===== src/rob_pkg.sv =====
`default_nettype none

package rob_pkg;

    // buffer geometry
    localparam int rob_size   = 8;
    localparam int rob_addr_w = 3;
    localparam int occ_w      = rob_addr_w + 1;

    // id is the entry index followed by the slot bit
    localparam int uop_id_w = rob_addr_w + 1;

    // pc and branch target width
    localparam int data_w = 32;

    // completion sources, the first num_alu ports carry branch outcomes
    localparam int num_cpl = 4;
    localparam int num_alu = 2;

    // register block
    localparam int cfg_addr_w = 2;
    localparam logic [cfg_addr_w-1:0] reg_addr_ctrl   = 2'd0;
    localparam logic [cfg_addr_w-1:0] reg_addr_status = 2'd1;
    localparam logic [cfg_addr_w-1:0] reg_addr_count  = 2'd2;

    // one micro-op slot
    typedef struct packed {
        logic                valid;
        logic                busy;
        logic                committed;
        logic [uop_id_w-1:0] id;
        logic [data_w-1:0]   pc;
        logic [7:0]          opcode;
        logic                branch_taken;
        logic [data_w-1:0]   branch_addr;
    } uop_t;

    // a dispatch group, uop0 is the older one
    typedef struct packed {
        uop_t uop0;
        uop_t uop1;
    } dispatch_t;

    // completion report from one functional unit
    typedef struct packed {
        logic                set_finish;
        logic [uop_id_w-1:0] id;
        logic                set_branch;
        logic                branch_taken;
        logic [data_w-1:0]   branch_addr;
    } complete_t;

    // head entry as seen by the commit stage
    typedef struct packed {
        uop_t uop0;
        uop_t uop1;
        logic good0;
        logic good1;
    } commit_t;

    // status register layout
    typedef struct packed {
        logic [data_w-occ_w-2:0] rsvd;
        logic                    full;
        logic [occ_w-1:0]        occupancy;
    } status_t;

endpackage

`default_nettype wire


===== src/rob_commit_select.sv =====
`default_nettype none

module rob_commit_select
    import rob_pkg::*;
(
    input  uop_t    head_uop0,
    input  uop_t    head_uop1,
    input  logic    empty,
    input  logic    commit_ready,
    output commit_t commit,
    output logic    commit_valid,
    output logic    commit0,
    output logic    commit1,
    output logic    advance
);

    logic ready0;
    logic ready1;
    logic good0;
    logic good1;
    logic done0;
    logic done1;
    logic fire;

    // finished and still waiting to retire
    assign ready0 = head_uop0.valid && !head_uop0.committed && !head_uop0.busy;
    assign ready1 = head_uop1.valid && !head_uop1.committed && !head_uop1.busy;

    assign good0 = ready0 && !empty;

    // slot 1 waits for slot 0: already gone, or going in this same handshake
    assign good1 = ready1 && !empty
                   && (!head_uop0.valid || head_uop0.committed || good0);

    assign commit_valid = good0 || good1;
    assign fire         = commit_valid && commit_ready;

    assign commit0 = fire && good0;
    assign commit1 = fire && good1;

    // invalid slot counts as done
    assign done0 = !head_uop0.valid || head_uop0.committed || commit0;
    assign done1 = !head_uop1.valid || head_uop1.committed || commit1;

    assign advance = done0 && done1 && !empty;

    assign commit.uop0  = head_uop0;
    assign commit.uop1  = head_uop1;
    assign commit.good0 = good0;
    assign commit.good1 = good1;

endmodule

`default_nettype wire


===== src/rob_ctrl_regs.sv =====
`default_nettype none

module rob_ctrl_regs
    import rob_pkg::*;
(
    input  logic                  clk,
    input  logic                  arst_n,
    input  logic                  cfg_we,
    input  logic [cfg_addr_w-1:0] cfg_addr,
    input  logic [data_w-1:0]     cfg_wdata,
    output logic [data_w-1:0]     cfg_rdata,
    input  logic                  commit0,
    input  logic                  commit1,
    input  logic [occ_w-1:0]      occupancy,
    input  logic                  full,
    output logic                  flush_pulse
);

    logic              flush_q;
    logic [1:0]        inc_q;
    logic [data_w-1:0] count_q;
    status_t           status;

    // self clearing, high only on the cycle after the write
    always_ff @(posedge clk or negedge arst_n) begin
        if (!arst_n) begin
            flush_q <= 1'b0;
        end else begin
            flush_q <= cfg_we && (cfg_addr == reg_addr_ctrl) && cfg_wdata[0];
        end
    end

    assign flush_pulse = flush_q;

    // commit strobes registered first, count follows one edge later
    always_ff @(posedge clk or negedge arst_n) begin
        if (!arst_n) begin
            inc_q   <= '0;
            count_q <= '0;
        end else begin
            inc_q   <= 2'(commit0) + 2'(commit1);
            count_q <= count_q + data_w'(inc_q);
        end
    end

    assign status.rsvd      = '0;
    assign status.full      = full;
    assign status.occupancy = occupancy;

    // readback
    always_comb begin
        case (cfg_addr)
            reg_addr_ctrl:   cfg_rdata = {{(data_w-1){1'b0}}, flush_q};
            reg_addr_status: cfg_rdata = status;
            reg_addr_count:  cfg_rdata = count_q;
            default:         cfg_rdata = '0;
        endcase
    end

    // flush command lasts exactly one cycle
    a_flush_single : assert property (
        @(posedge clk) disable iff (!arst_n)
        flush_pulse |=> !flush_pulse
    ) else $error("rob_ctrl_regs: flush_pulse held for two cycles");

endmodule

`default_nettype wire


===== src/rob_entry_store.sv =====
`default_nettype none

module rob_entry_store
    import rob_pkg::*;
(
    input  logic                  clk,
    input  logic                  arst_n,
    input  logic                  flush,
    input  logic                  push,
    input  logic [rob_addr_w-1:0] tail,
    input  dispatch_t             disp,
    input  complete_t             cpl_alu0,
    input  complete_t             cpl_alu1,
    input  complete_t             cpl_mdu,
    input  complete_t             cpl_lsu,
    input  logic [rob_addr_w-1:0] head,
    input  logic                  commit0,
    input  logic                  commit1,
    output uop_t                  head_uop0,
    output uop_t                  head_uop1
);

    // slot 0 holds the older micro-op of each entry
    uop_t slot0_q [rob_size];
    uop_t slot1_q [rob_size];

    // completion ports in priority order, alus first
    complete_t cpl_all [num_cpl];

    assign cpl_all[0] = cpl_alu0;
    assign cpl_all[1] = cpl_alu1;
    assign cpl_all[2] = cpl_mdu;
    assign cpl_all[3] = cpl_lsu;

    always_ff @(posedge clk or negedge arst_n) begin
        if (!arst_n) begin
            for (int i = 0; i < rob_size; i++) begin
                slot0_q[i] <= '0;
                slot1_q[i] <= '0;
            end
        end else if (flush) begin
            for (int i = 0; i < rob_size; i++) begin
                slot0_q[i] <= '0;
                slot1_q[i] <= '0;
            end
        end else begin
            // dispatch write at tail, id stamped here
            if (push) begin
                slot0_q[tail]           <= disp.uop0;
                slot0_q[tail].id        <= {tail, 1'b0};
                slot0_q[tail].committed <= 1'b0;

                slot1_q[tail]           <= disp.uop1;
                slot1_q[tail].id        <= {tail, 1'b1};
                slot1_q[tail].committed <= 1'b0;
            end

            // writeback, only alu ports update the branch outcome
            for (int p = 0; p < num_cpl; p++) begin
                if (cpl_all[p].set_finish) begin
                    if (cpl_all[p].id[0]) begin
                        slot1_q[cpl_all[p].id[uop_id_w-1:1]].busy <= 1'b0;
                        if (p < num_alu && cpl_all[p].set_branch) begin
                            slot1_q[cpl_all[p].id[uop_id_w-1:1]].branch_taken <=
                                cpl_all[p].branch_taken;
                            slot1_q[cpl_all[p].id[uop_id_w-1:1]].branch_addr <=
                                cpl_all[p].branch_addr;
                        end
                    end else begin
                        slot0_q[cpl_all[p].id[uop_id_w-1:1]].busy <= 1'b0;
                        if (p < num_alu && cpl_all[p].set_branch) begin
                            slot0_q[cpl_all[p].id[uop_id_w-1:1]].branch_taken <=
                                cpl_all[p].branch_taken;
                            slot0_q[cpl_all[p].id[uop_id_w-1:1]].branch_addr <=
                                cpl_all[p].branch_addr;
                        end
                    end
                end
            end

            // committed marking at head
            if (commit0) begin
                slot0_q[head].committed <= 1'b1;
            end
            if (commit1) begin
                slot1_q[head].committed <= 1'b1;
            end
        end
    end

    assign head_uop0 = slot0_q[head];
    assign head_uop1 = slot1_q[head];

    // a unit may only report micro-ops that were dispatched earlier
    for (genvar p = 0; p < num_cpl; p++) begin : g_cpl_chk
        a_cpl_target_valid : assert property (
            @(posedge clk) disable iff (!arst_n)
            cpl_all[p].set_finish |->
                (cpl_all[p].id[0] ? slot1_q[cpl_all[p].id[uop_id_w-1:1]].valid
                                  : slot0_q[cpl_all[p].id[uop_id_w-1:1]].valid)
        ) else $error("rob_entry_store: completion to invalid slot on port %0d", p);
    end

endmodule

`default_nettype wire


===== src/rob_pointers.sv =====
`default_nettype none

module rob_pointers
    import rob_pkg::*;
(
    input  logic                  clk,
    input  logic                  arst_n,
    input  logic                  flush,
    input  logic                  push,
    input  logic                  advance,
    output logic [rob_addr_w-1:0] head,
    output logic [rob_addr_w-1:0] tail,
    output logic                  full,
    output logic                  empty,
    output logic [occ_w-1:0]      occupancy
);

    // msb of each pointer is the wrap bit
    logic [rob_addr_w:0] head_q;
    logic [rob_addr_w:0] tail_q;

    always_ff @(posedge clk or negedge arst_n) begin
        if (!arst_n) begin
            tail_q <= '0;
        end else if (flush) begin
            tail_q <= '0;
        end else if (push) begin
            tail_q <= tail_q + 1'b1;
        end
    end

    always_ff @(posedge clk or negedge arst_n) begin
        if (!arst_n) begin
            head_q <= '0;
        end else if (flush) begin
            head_q <= '0;
        end else if (advance) begin
            head_q <= head_q + 1'b1;
        end
    end

    assign head = head_q[rob_addr_w-1:0];
    assign tail = tail_q[rob_addr_w-1:0];

    // difference of wrapped pointers gives the entry count directly
    assign occupancy = tail_q - head_q;
    assign empty     = (head_q == tail_q);

    // one entry is always left open
    assign full = (occupancy >= occ_w'(rob_size - 1));

    // dispatch handshake upstream must respect full
    a_no_push_when_full : assert property (
        @(posedge clk) disable iff (!arst_n)
        push |-> !full
    ) else $error("rob_pointers: push while full");

endmodule

`default_nettype wire


===== src/rob_top.sv =====
`default_nettype none

module rob_top
    import rob_pkg::*;
(
    input  logic                  clk,
    input  logic                  arst_n,
    // dispatch
    input  logic                  disp_valid,
    input  dispatch_t             disp,
    output logic                  disp_ready,
    output logic [rob_addr_w-1:0] disp_id,
    // completion strobes
    input  complete_t             cpl_alu0,
    input  complete_t             cpl_alu1,
    input  complete_t             cpl_mdu,
    input  complete_t             cpl_lsu,
    // commit
    output commit_t               commit,
    output logic                  commit_valid,
    input  logic                  commit_ready,
    // register port
    input  logic                  cfg_we,
    input  logic [cfg_addr_w-1:0] cfg_addr,
    input  logic [data_w-1:0]     cfg_wdata,
    output logic [data_w-1:0]     cfg_rdata
);

    logic [rob_addr_w-1:0] head;
    logic [rob_addr_w-1:0] tail;
    logic                  full;
    logic                  empty;
    logic [occ_w-1:0]      occupancy;
    logic                  push;
    logic                  advance;
    logic                  commit0;
    logic                  commit1;
    logic                  flush_pulse;
    uop_t                  head_uop0;
    uop_t                  head_uop1;

    assign disp_ready = !full;
    assign push       = disp_valid && disp_ready;
    assign disp_id    = tail;

    rob_pointers u_pointers (
        .clk       (clk),
        .arst_n    (arst_n),
        .flush     (flush_pulse),
        .push      (push),
        .advance   (advance),
        .head      (head),
        .tail      (tail),
        .full      (full),
        .empty     (empty),
        .occupancy (occupancy)
    );

    rob_entry_store u_entry_store (
        .clk       (clk),
        .arst_n    (arst_n),
        .flush     (flush_pulse),
        .push      (push),
        .tail      (tail),
        .disp      (disp),
        .cpl_alu0  (cpl_alu0),
        .cpl_alu1  (cpl_alu1),
        .cpl_mdu   (cpl_mdu),
        .cpl_lsu   (cpl_lsu),
        .head      (head),
        .commit0   (commit0),
        .commit1   (commit1),
        .head_uop0 (head_uop0),
        .head_uop1 (head_uop1)
    );

    rob_commit_select u_commit_select (
        .head_uop0    (head_uop0),
        .head_uop1    (head_uop1),
        .empty        (empty),
        .commit_ready (commit_ready),
        .commit       (commit),
        .commit_valid (commit_valid),
        .commit0      (commit0),
        .commit1      (commit1),
        .advance      (advance)
    );

    rob_ctrl_regs u_ctrl_regs (
        .clk         (clk),
        .arst_n      (arst_n),
        .cfg_we      (cfg_we),
        .cfg_addr    (cfg_addr),
        .cfg_wdata   (cfg_wdata),
        .cfg_rdata   (cfg_rdata),
        .commit0     (commit0),
        .commit1     (commit1),
        .occupancy   (occupancy),
        .full        (full),
        .flush_pulse (flush_pulse)
    );

endmodule

`default_nettype wire


===== config.mk =====
export PLATFORM = sky130hd
export DESIGN_NAME = rob_top
export DESIGN_NICKNAME = d
export VERILOG_FILES = /design/src/rob_pkg.sv /design/src/rob_commit_select.sv /design/src/rob_ctrl_regs.sv /design/src/rob_entry_store.sv /design/src/rob_pointers.sv /design/src/rob_top.sv
export SDC_FILE = /design/constraint.sdc
export NUM_CORES = 2
export LEC_CHECK = 0
export BUFFER_PORTS_ARGS = -buffer_cell sky130_fd_sc_hd__buf_2
export CAP_MARGIN = 20
export CORE_ASPECT_RATIO = 0.75
export CORE_MARGIN = 2
export CORE_UTILIZATION = 47
export DETAILED_ROUTE_END_ITERATION = 7
export HOLD_SLACK_MARGIN = 0.15
export PLACE_DENSITY = 0.61
export SLEW_MARGIN = 5
export SYNTH_ARGS = -nofsm -noshare
export SYNTH_HDL_FRONTEND = slang
export SYNTH_SLANG_ARGS = --single-unit

===== constraint.sdc =====
create_clock -name clk -period 8 [get_ports clk]
set_clock_uncertainty 0.1 [all_clocks]
set_input_delay 0.8 -clock clk [delete_from_list [all_inputs] [get_ports clk]]
set_output_delay 0.8 -clock clk [all_outputs]
set_load 0.1 [all_outputs]

* Word level (Yosys, flattened, before mapping) *
Index checks and enable logic that the tools add are counted.

storage, ports and cells
  register bits = 1323
  input port bits = 355
  output and inout port bits = 199
  word-level logic and storage cells = 293

operators by class
  add/subtract/negate cells = 5
  $lt $le $gt $ge = 13
  eq/ne operators = 3
  mux-type cells = 95
  bitwise logic cells = 6
  reductions and logical operators = 38

operators with widths
  kind                   count
  $mux W640              36
  $bwmux W640            24
  $demux W80 S3          12
  $bmux W80 S3           2
  $mux W80               5
  $mux W79               4
  $mux W78               2
  $pmux W32 S3           1
  $mux W77               1
  $mux W33               2
  $mux W32               2
  $add A32 B2 Y32        1
  $ge A4 B4 Y1 const B   6
  $lt A4 B1 Y1 const B   6
  $not A3 Y4             6
  $logic_and A1 B1 Y1    21
  $mux W4                4
  $add A4 B1 Y4 const B  2
  $logic_not A1 Y1       8
  $logic_or A1 B1 Y1     6
  $eq A4 B4 Y1           1
  $ge A4 B3 Y1 const B   1
  $reduce_bool A2 Y1     2
  $sub A4 B4 Y4          1
  4 further kinds        4

* Logic depth before layout (Yosys ltp) *
  depth in word-level cells = 35
  depth in mapped cells = 15
  gate-level depth less buffers = 11

* Cells and area by module *
A second synthesis with hierarchy kept.

second synthesis, totals
  cells, all modules = 9091
  area, all modules = 75409.8 µm²

by module, submodules not included
  module             instances  cells an instance  area each (µm²)  sequential area each (µm²)
  rob_entry_store    1          8681               71687.5          32030.7
  rob_ctrl_regs      1          176                1864.3           875.8
  rob_commit_select  1          174                1307.5           0.0
  rob_pointers       1          58                 540.5            200.2
  rob_top            1          2                  10.0             0.0

* Worst setup path after synthesis *
No wires, ideal clock.

  path kind = register to output
  start point = register u_pointers.tail_q[0]
  end point = output port cfg_rdata[4]
  arrival time = 4832 ps
  data required time = 7100 ps
  setup slack = 2268 ps
  cell stages (with the launch flop) = 10
  path buffers = 1
  cell sequence = dfrtp_1 inv_1 ha_1 inv_1 fa_1 xor2_1 and3b_1 clkbuf_1 a21oi_1 o21ai_0

between the ends
  cells in the longest elaborated chain, start to end = 3

RTL lines
  element                   RTL line             text
  start: declaration        rob_pointers.sv:20   logic [rob_addr_w:0] tail_q;
  start signal: assignment  rob_pointers.sv:28   tail_q <= tail_q + 1'b1;
  $sub A4 B4 Y4             rob_pointers.sv:46   assign occupancy = tail_q - head_q;
  $ge A4 B3 Y1              rob_pointers.sv:50   assign full = (occupancy >= occ_w'(rob_size - 1));
  $pmux W32 S3              rob_ctrl_regs.sv:52  case (cfg_addr)
  end: declaration          rob_top.sv:26        output logic [data_w-1:0] cfg_rdata

Every way passes these cells.

==> metrics.txt <==
outcome complete, but fails checks; failing checks DRC; Crit. Startpoint u_pointers.head_q[1]; Primary FF master, synth dfrtp_1; mux contribution to synthesized area 0.459%; cells after synthesis 7924; io pins 554; gr ovfl total 0; min Tclk post-route about 5.7 ns; Syn Area/Cell around 8.7 µm²; DR iter-0 viols roughly 11000; Yosys reg bits 1323; Via density 6.94; RR Startpoint u_pointers.head_q[1]; postcts setup bufs 0; DRC viols 2; Worst setup SP type flop; Place WS 2.89 ns; Mapped Nets 8289; xor/xnor share of the synthesized area 0.470%; maximum clock path buffer count 3; max cap viols 0; Power Dens Cells 438 nW/µm²; Post-Syn Area 68900 µm²; Clock Sinks 1323; wire length per cell ~32 µm; CTS buffer count 144; final setup fails 0; Die ar. between 100000 and 150000 µm²; Synth area leader dfrtp_1; H-tree levels 4; worst-case vdd ir drop 473 µV; fin. max-slew vios 0; Fin Setup TNS 0 ns; # fillers 13400; largest fanout on the critical path 107; vias in the first global route between 60000 and 70000; Setup CP Type flop to primary output; Initial DRT Pass Iterations 8; Clk Latency, worst-skew pair 0.79 ns; CP Capture Type primary output; worst rel slew slack 15.0%; RSZ-0062 raised after global routing false; All-Layer GR Usage 40.4%; hold path startpoint disp[116]; Simple-Gate Fraction of Synth Area 19.8%; Post-DRT Antenna Nets 0; worst min-delay path class input port to flop; hold path cells 3; Least-Margin Pin Slew 1.27 ns; Critical Path AT 4.76 ns; final wirelength 311000 µm; ys async rst share 100%; Synth Area in Adders less than 1%; GPL Wtd Cong about 0.9; via count 67600; initial cell density of the core 47.4%; # rows ~120; synth warn 0; post-layout net count a little over 8000; first-pass GRT wire length 448000 µm; pin count of the biggest net entering global routing roughly 220; die width 446 µm; top cell type's share of synthesized area 48.0%; Lkg Pwr approximately 32 nW; CTS resizes 0; fraction of the yosys area taken by sequential cells 48.0%; Area growth syn-to-layout 10.3%; CTS root buf clkbuf_16; min setup slack post-route 2.34 ns; Port Buffers 444; Unique masters post-synth slightly above 60; core box area about 150000 µm²; final hold violations 0; Detailed Place HPWL 159000 µm; Reg2Reg Depth 10; synth top area cells dfrtp_1 48%, nand2_1 9.1%, a22oi_1 6.9%, o32ai_1 5.1%, a21oi_1 4.8%; Fmax achieved between 150 and 200 MHz; Synth Area in Compound Gates 24.7%; WHS Endpoint u_entry_store.slot0_q[516]; clock-pin slew on the worst setup and hold paths 0.07 ns; main combinational cell family by area after synthesis compound AO/OA/AOI/OAI gates; Die Height between 300 and 400 µm; reg-to-reg slack, setup ~2.6 ns; CTS tree yes; worst flop-to-flop path endpoint u_entry_store.slot1_q[6]; EDFF count, synth 0; share of layout cells above drive strength 1 11.6%; data required time at the worst endpoint about 7.1 ns; initial antenna violation count 72; Tcrit/Tclk final 70.7%
critical path: stages, from the launching register on:
cell     delay, ns
dfrtp_1       0.78
or2b_2        0.41
nor2_4        0.79
buf_12        0.75
a22oi_1       0.16
nand4_1       0.45
buf_2         0.53
worst max-delay path by stage:
stage	endpoint	depth (start not counted)
after floorplan	cfg_rdata[4]	9
after global placement	u_entry_store.slot1_q[446]	11
after detailed placement	u_entry_store.slot0_q[9]	10
after CTS	commit[66]	7
after global routing	commit[16]	6
final	commit[8]	6
cells by family after synthesis:
logic type | after synthesis
AOI/OAI and AO/OA | 2430
and+or+nand+nor | 3113
DFF | 1323
adders and majority gates | 10
xor gates and xnor gates | 37
buffers and inverters | 991
muxes | 20
power by group:
group | internal, mW | switching [mW]
logic | 4.07 | 11.6
clock network | 3.79 | 2.93
registers | 9.41 | 1.46
total | 17.3 | 16.0
state kept, by name (all words and copies together), names as in the netlist:
register                 cells
u_entry_store.slot0_q      640
u_entry_store.slot1_q      640
u_ctrl_regs.count_q         32
u_pointers.head_q            4
u_pointers.tail_q            4
u_ctrl_regs.inc_q            2
u_ctrl_regs.flush_pulse      1
layout by cell type (no fill, tap or decap), drive strengths merged, types with 223 or more instances in the layout:
master	count
nand2	1680
dfrtp	1323
a21oi	665
nor2	657
a22oi	632
buf	594
o32ai	399
a211oi	398
and2	331
clkbuf	223
cell type report:
type / instances / area [µm²] / share of cell area, %
multi-input combinational: 5610 / 31900 / 41.9
sequential: 1323 / 33100 / 43.6
clock buffer: 223 / 4340 / 5.71
inverter: 17 / 63.8 / 0.0840
clock inverter: 32 / 251 / 0.331
timing repair buffer: 597 / 3910 / 5.14
tap: 1906 / 2380 / 3.14
antenna: 38 / 95.1 / 0.125
routing by layer:
layer  part of all wire [%]  global-route usage (%)
met1                     39                    55.5
met5                   0.10                   0.227
met2                     41                    56.1
met3                     15                    15.9
met4                    4.8                    17.4
repair_timing:
item | CTS | global route
hold buffers | 3 | 0
endpoints found under the setup margin | 0 | 0
endpoints found under the hold margin | 126 | 0
per-stage QoR:
| step | hold WS, ns | instances | util, % | power [mW] | cell area (µm²) |
|---|---|---|---|---|---|
| 6_report | 0.197 | 9746 | 52.3 | 33.3 | 76000 |
| 5_1_grt | 0.187 | 9741 | 52.3 | 34.6 | 76000 |
| 4_1_cts | 0.159 | 9701 | 52.1 | 32.9 | 75800 |
| 3_5_place_dp | 0.353 | 9443 | 49.0 | 26.2 | 71200 |
| 3_3_place_gp | 0.350 | 9442 | 48.9 | 25.9 | 71100 |
| 2_1_floorplan | 0.334 | 7924 | - | 22.0 | 68900 |
Yosys cell counts, types with 17 or more instances:
cell         n
nor2_1     656
clkbuf_1   696
o21ai_0    151
nand4_1    164
o32ai_1    399
nand2_1   1680
buf_4      147
a21oi_1    665
buf_1       97
buf_2       19
nand2b_1    57
a22oi_1    632
a211oi_1   398
a311o_1    132
inv_1       17
xnor2_1     27
dfrtp_1   1323
nor2b_1    141
nand3_1     21
and2_1     330
Power figures use the tool's default switching activity.
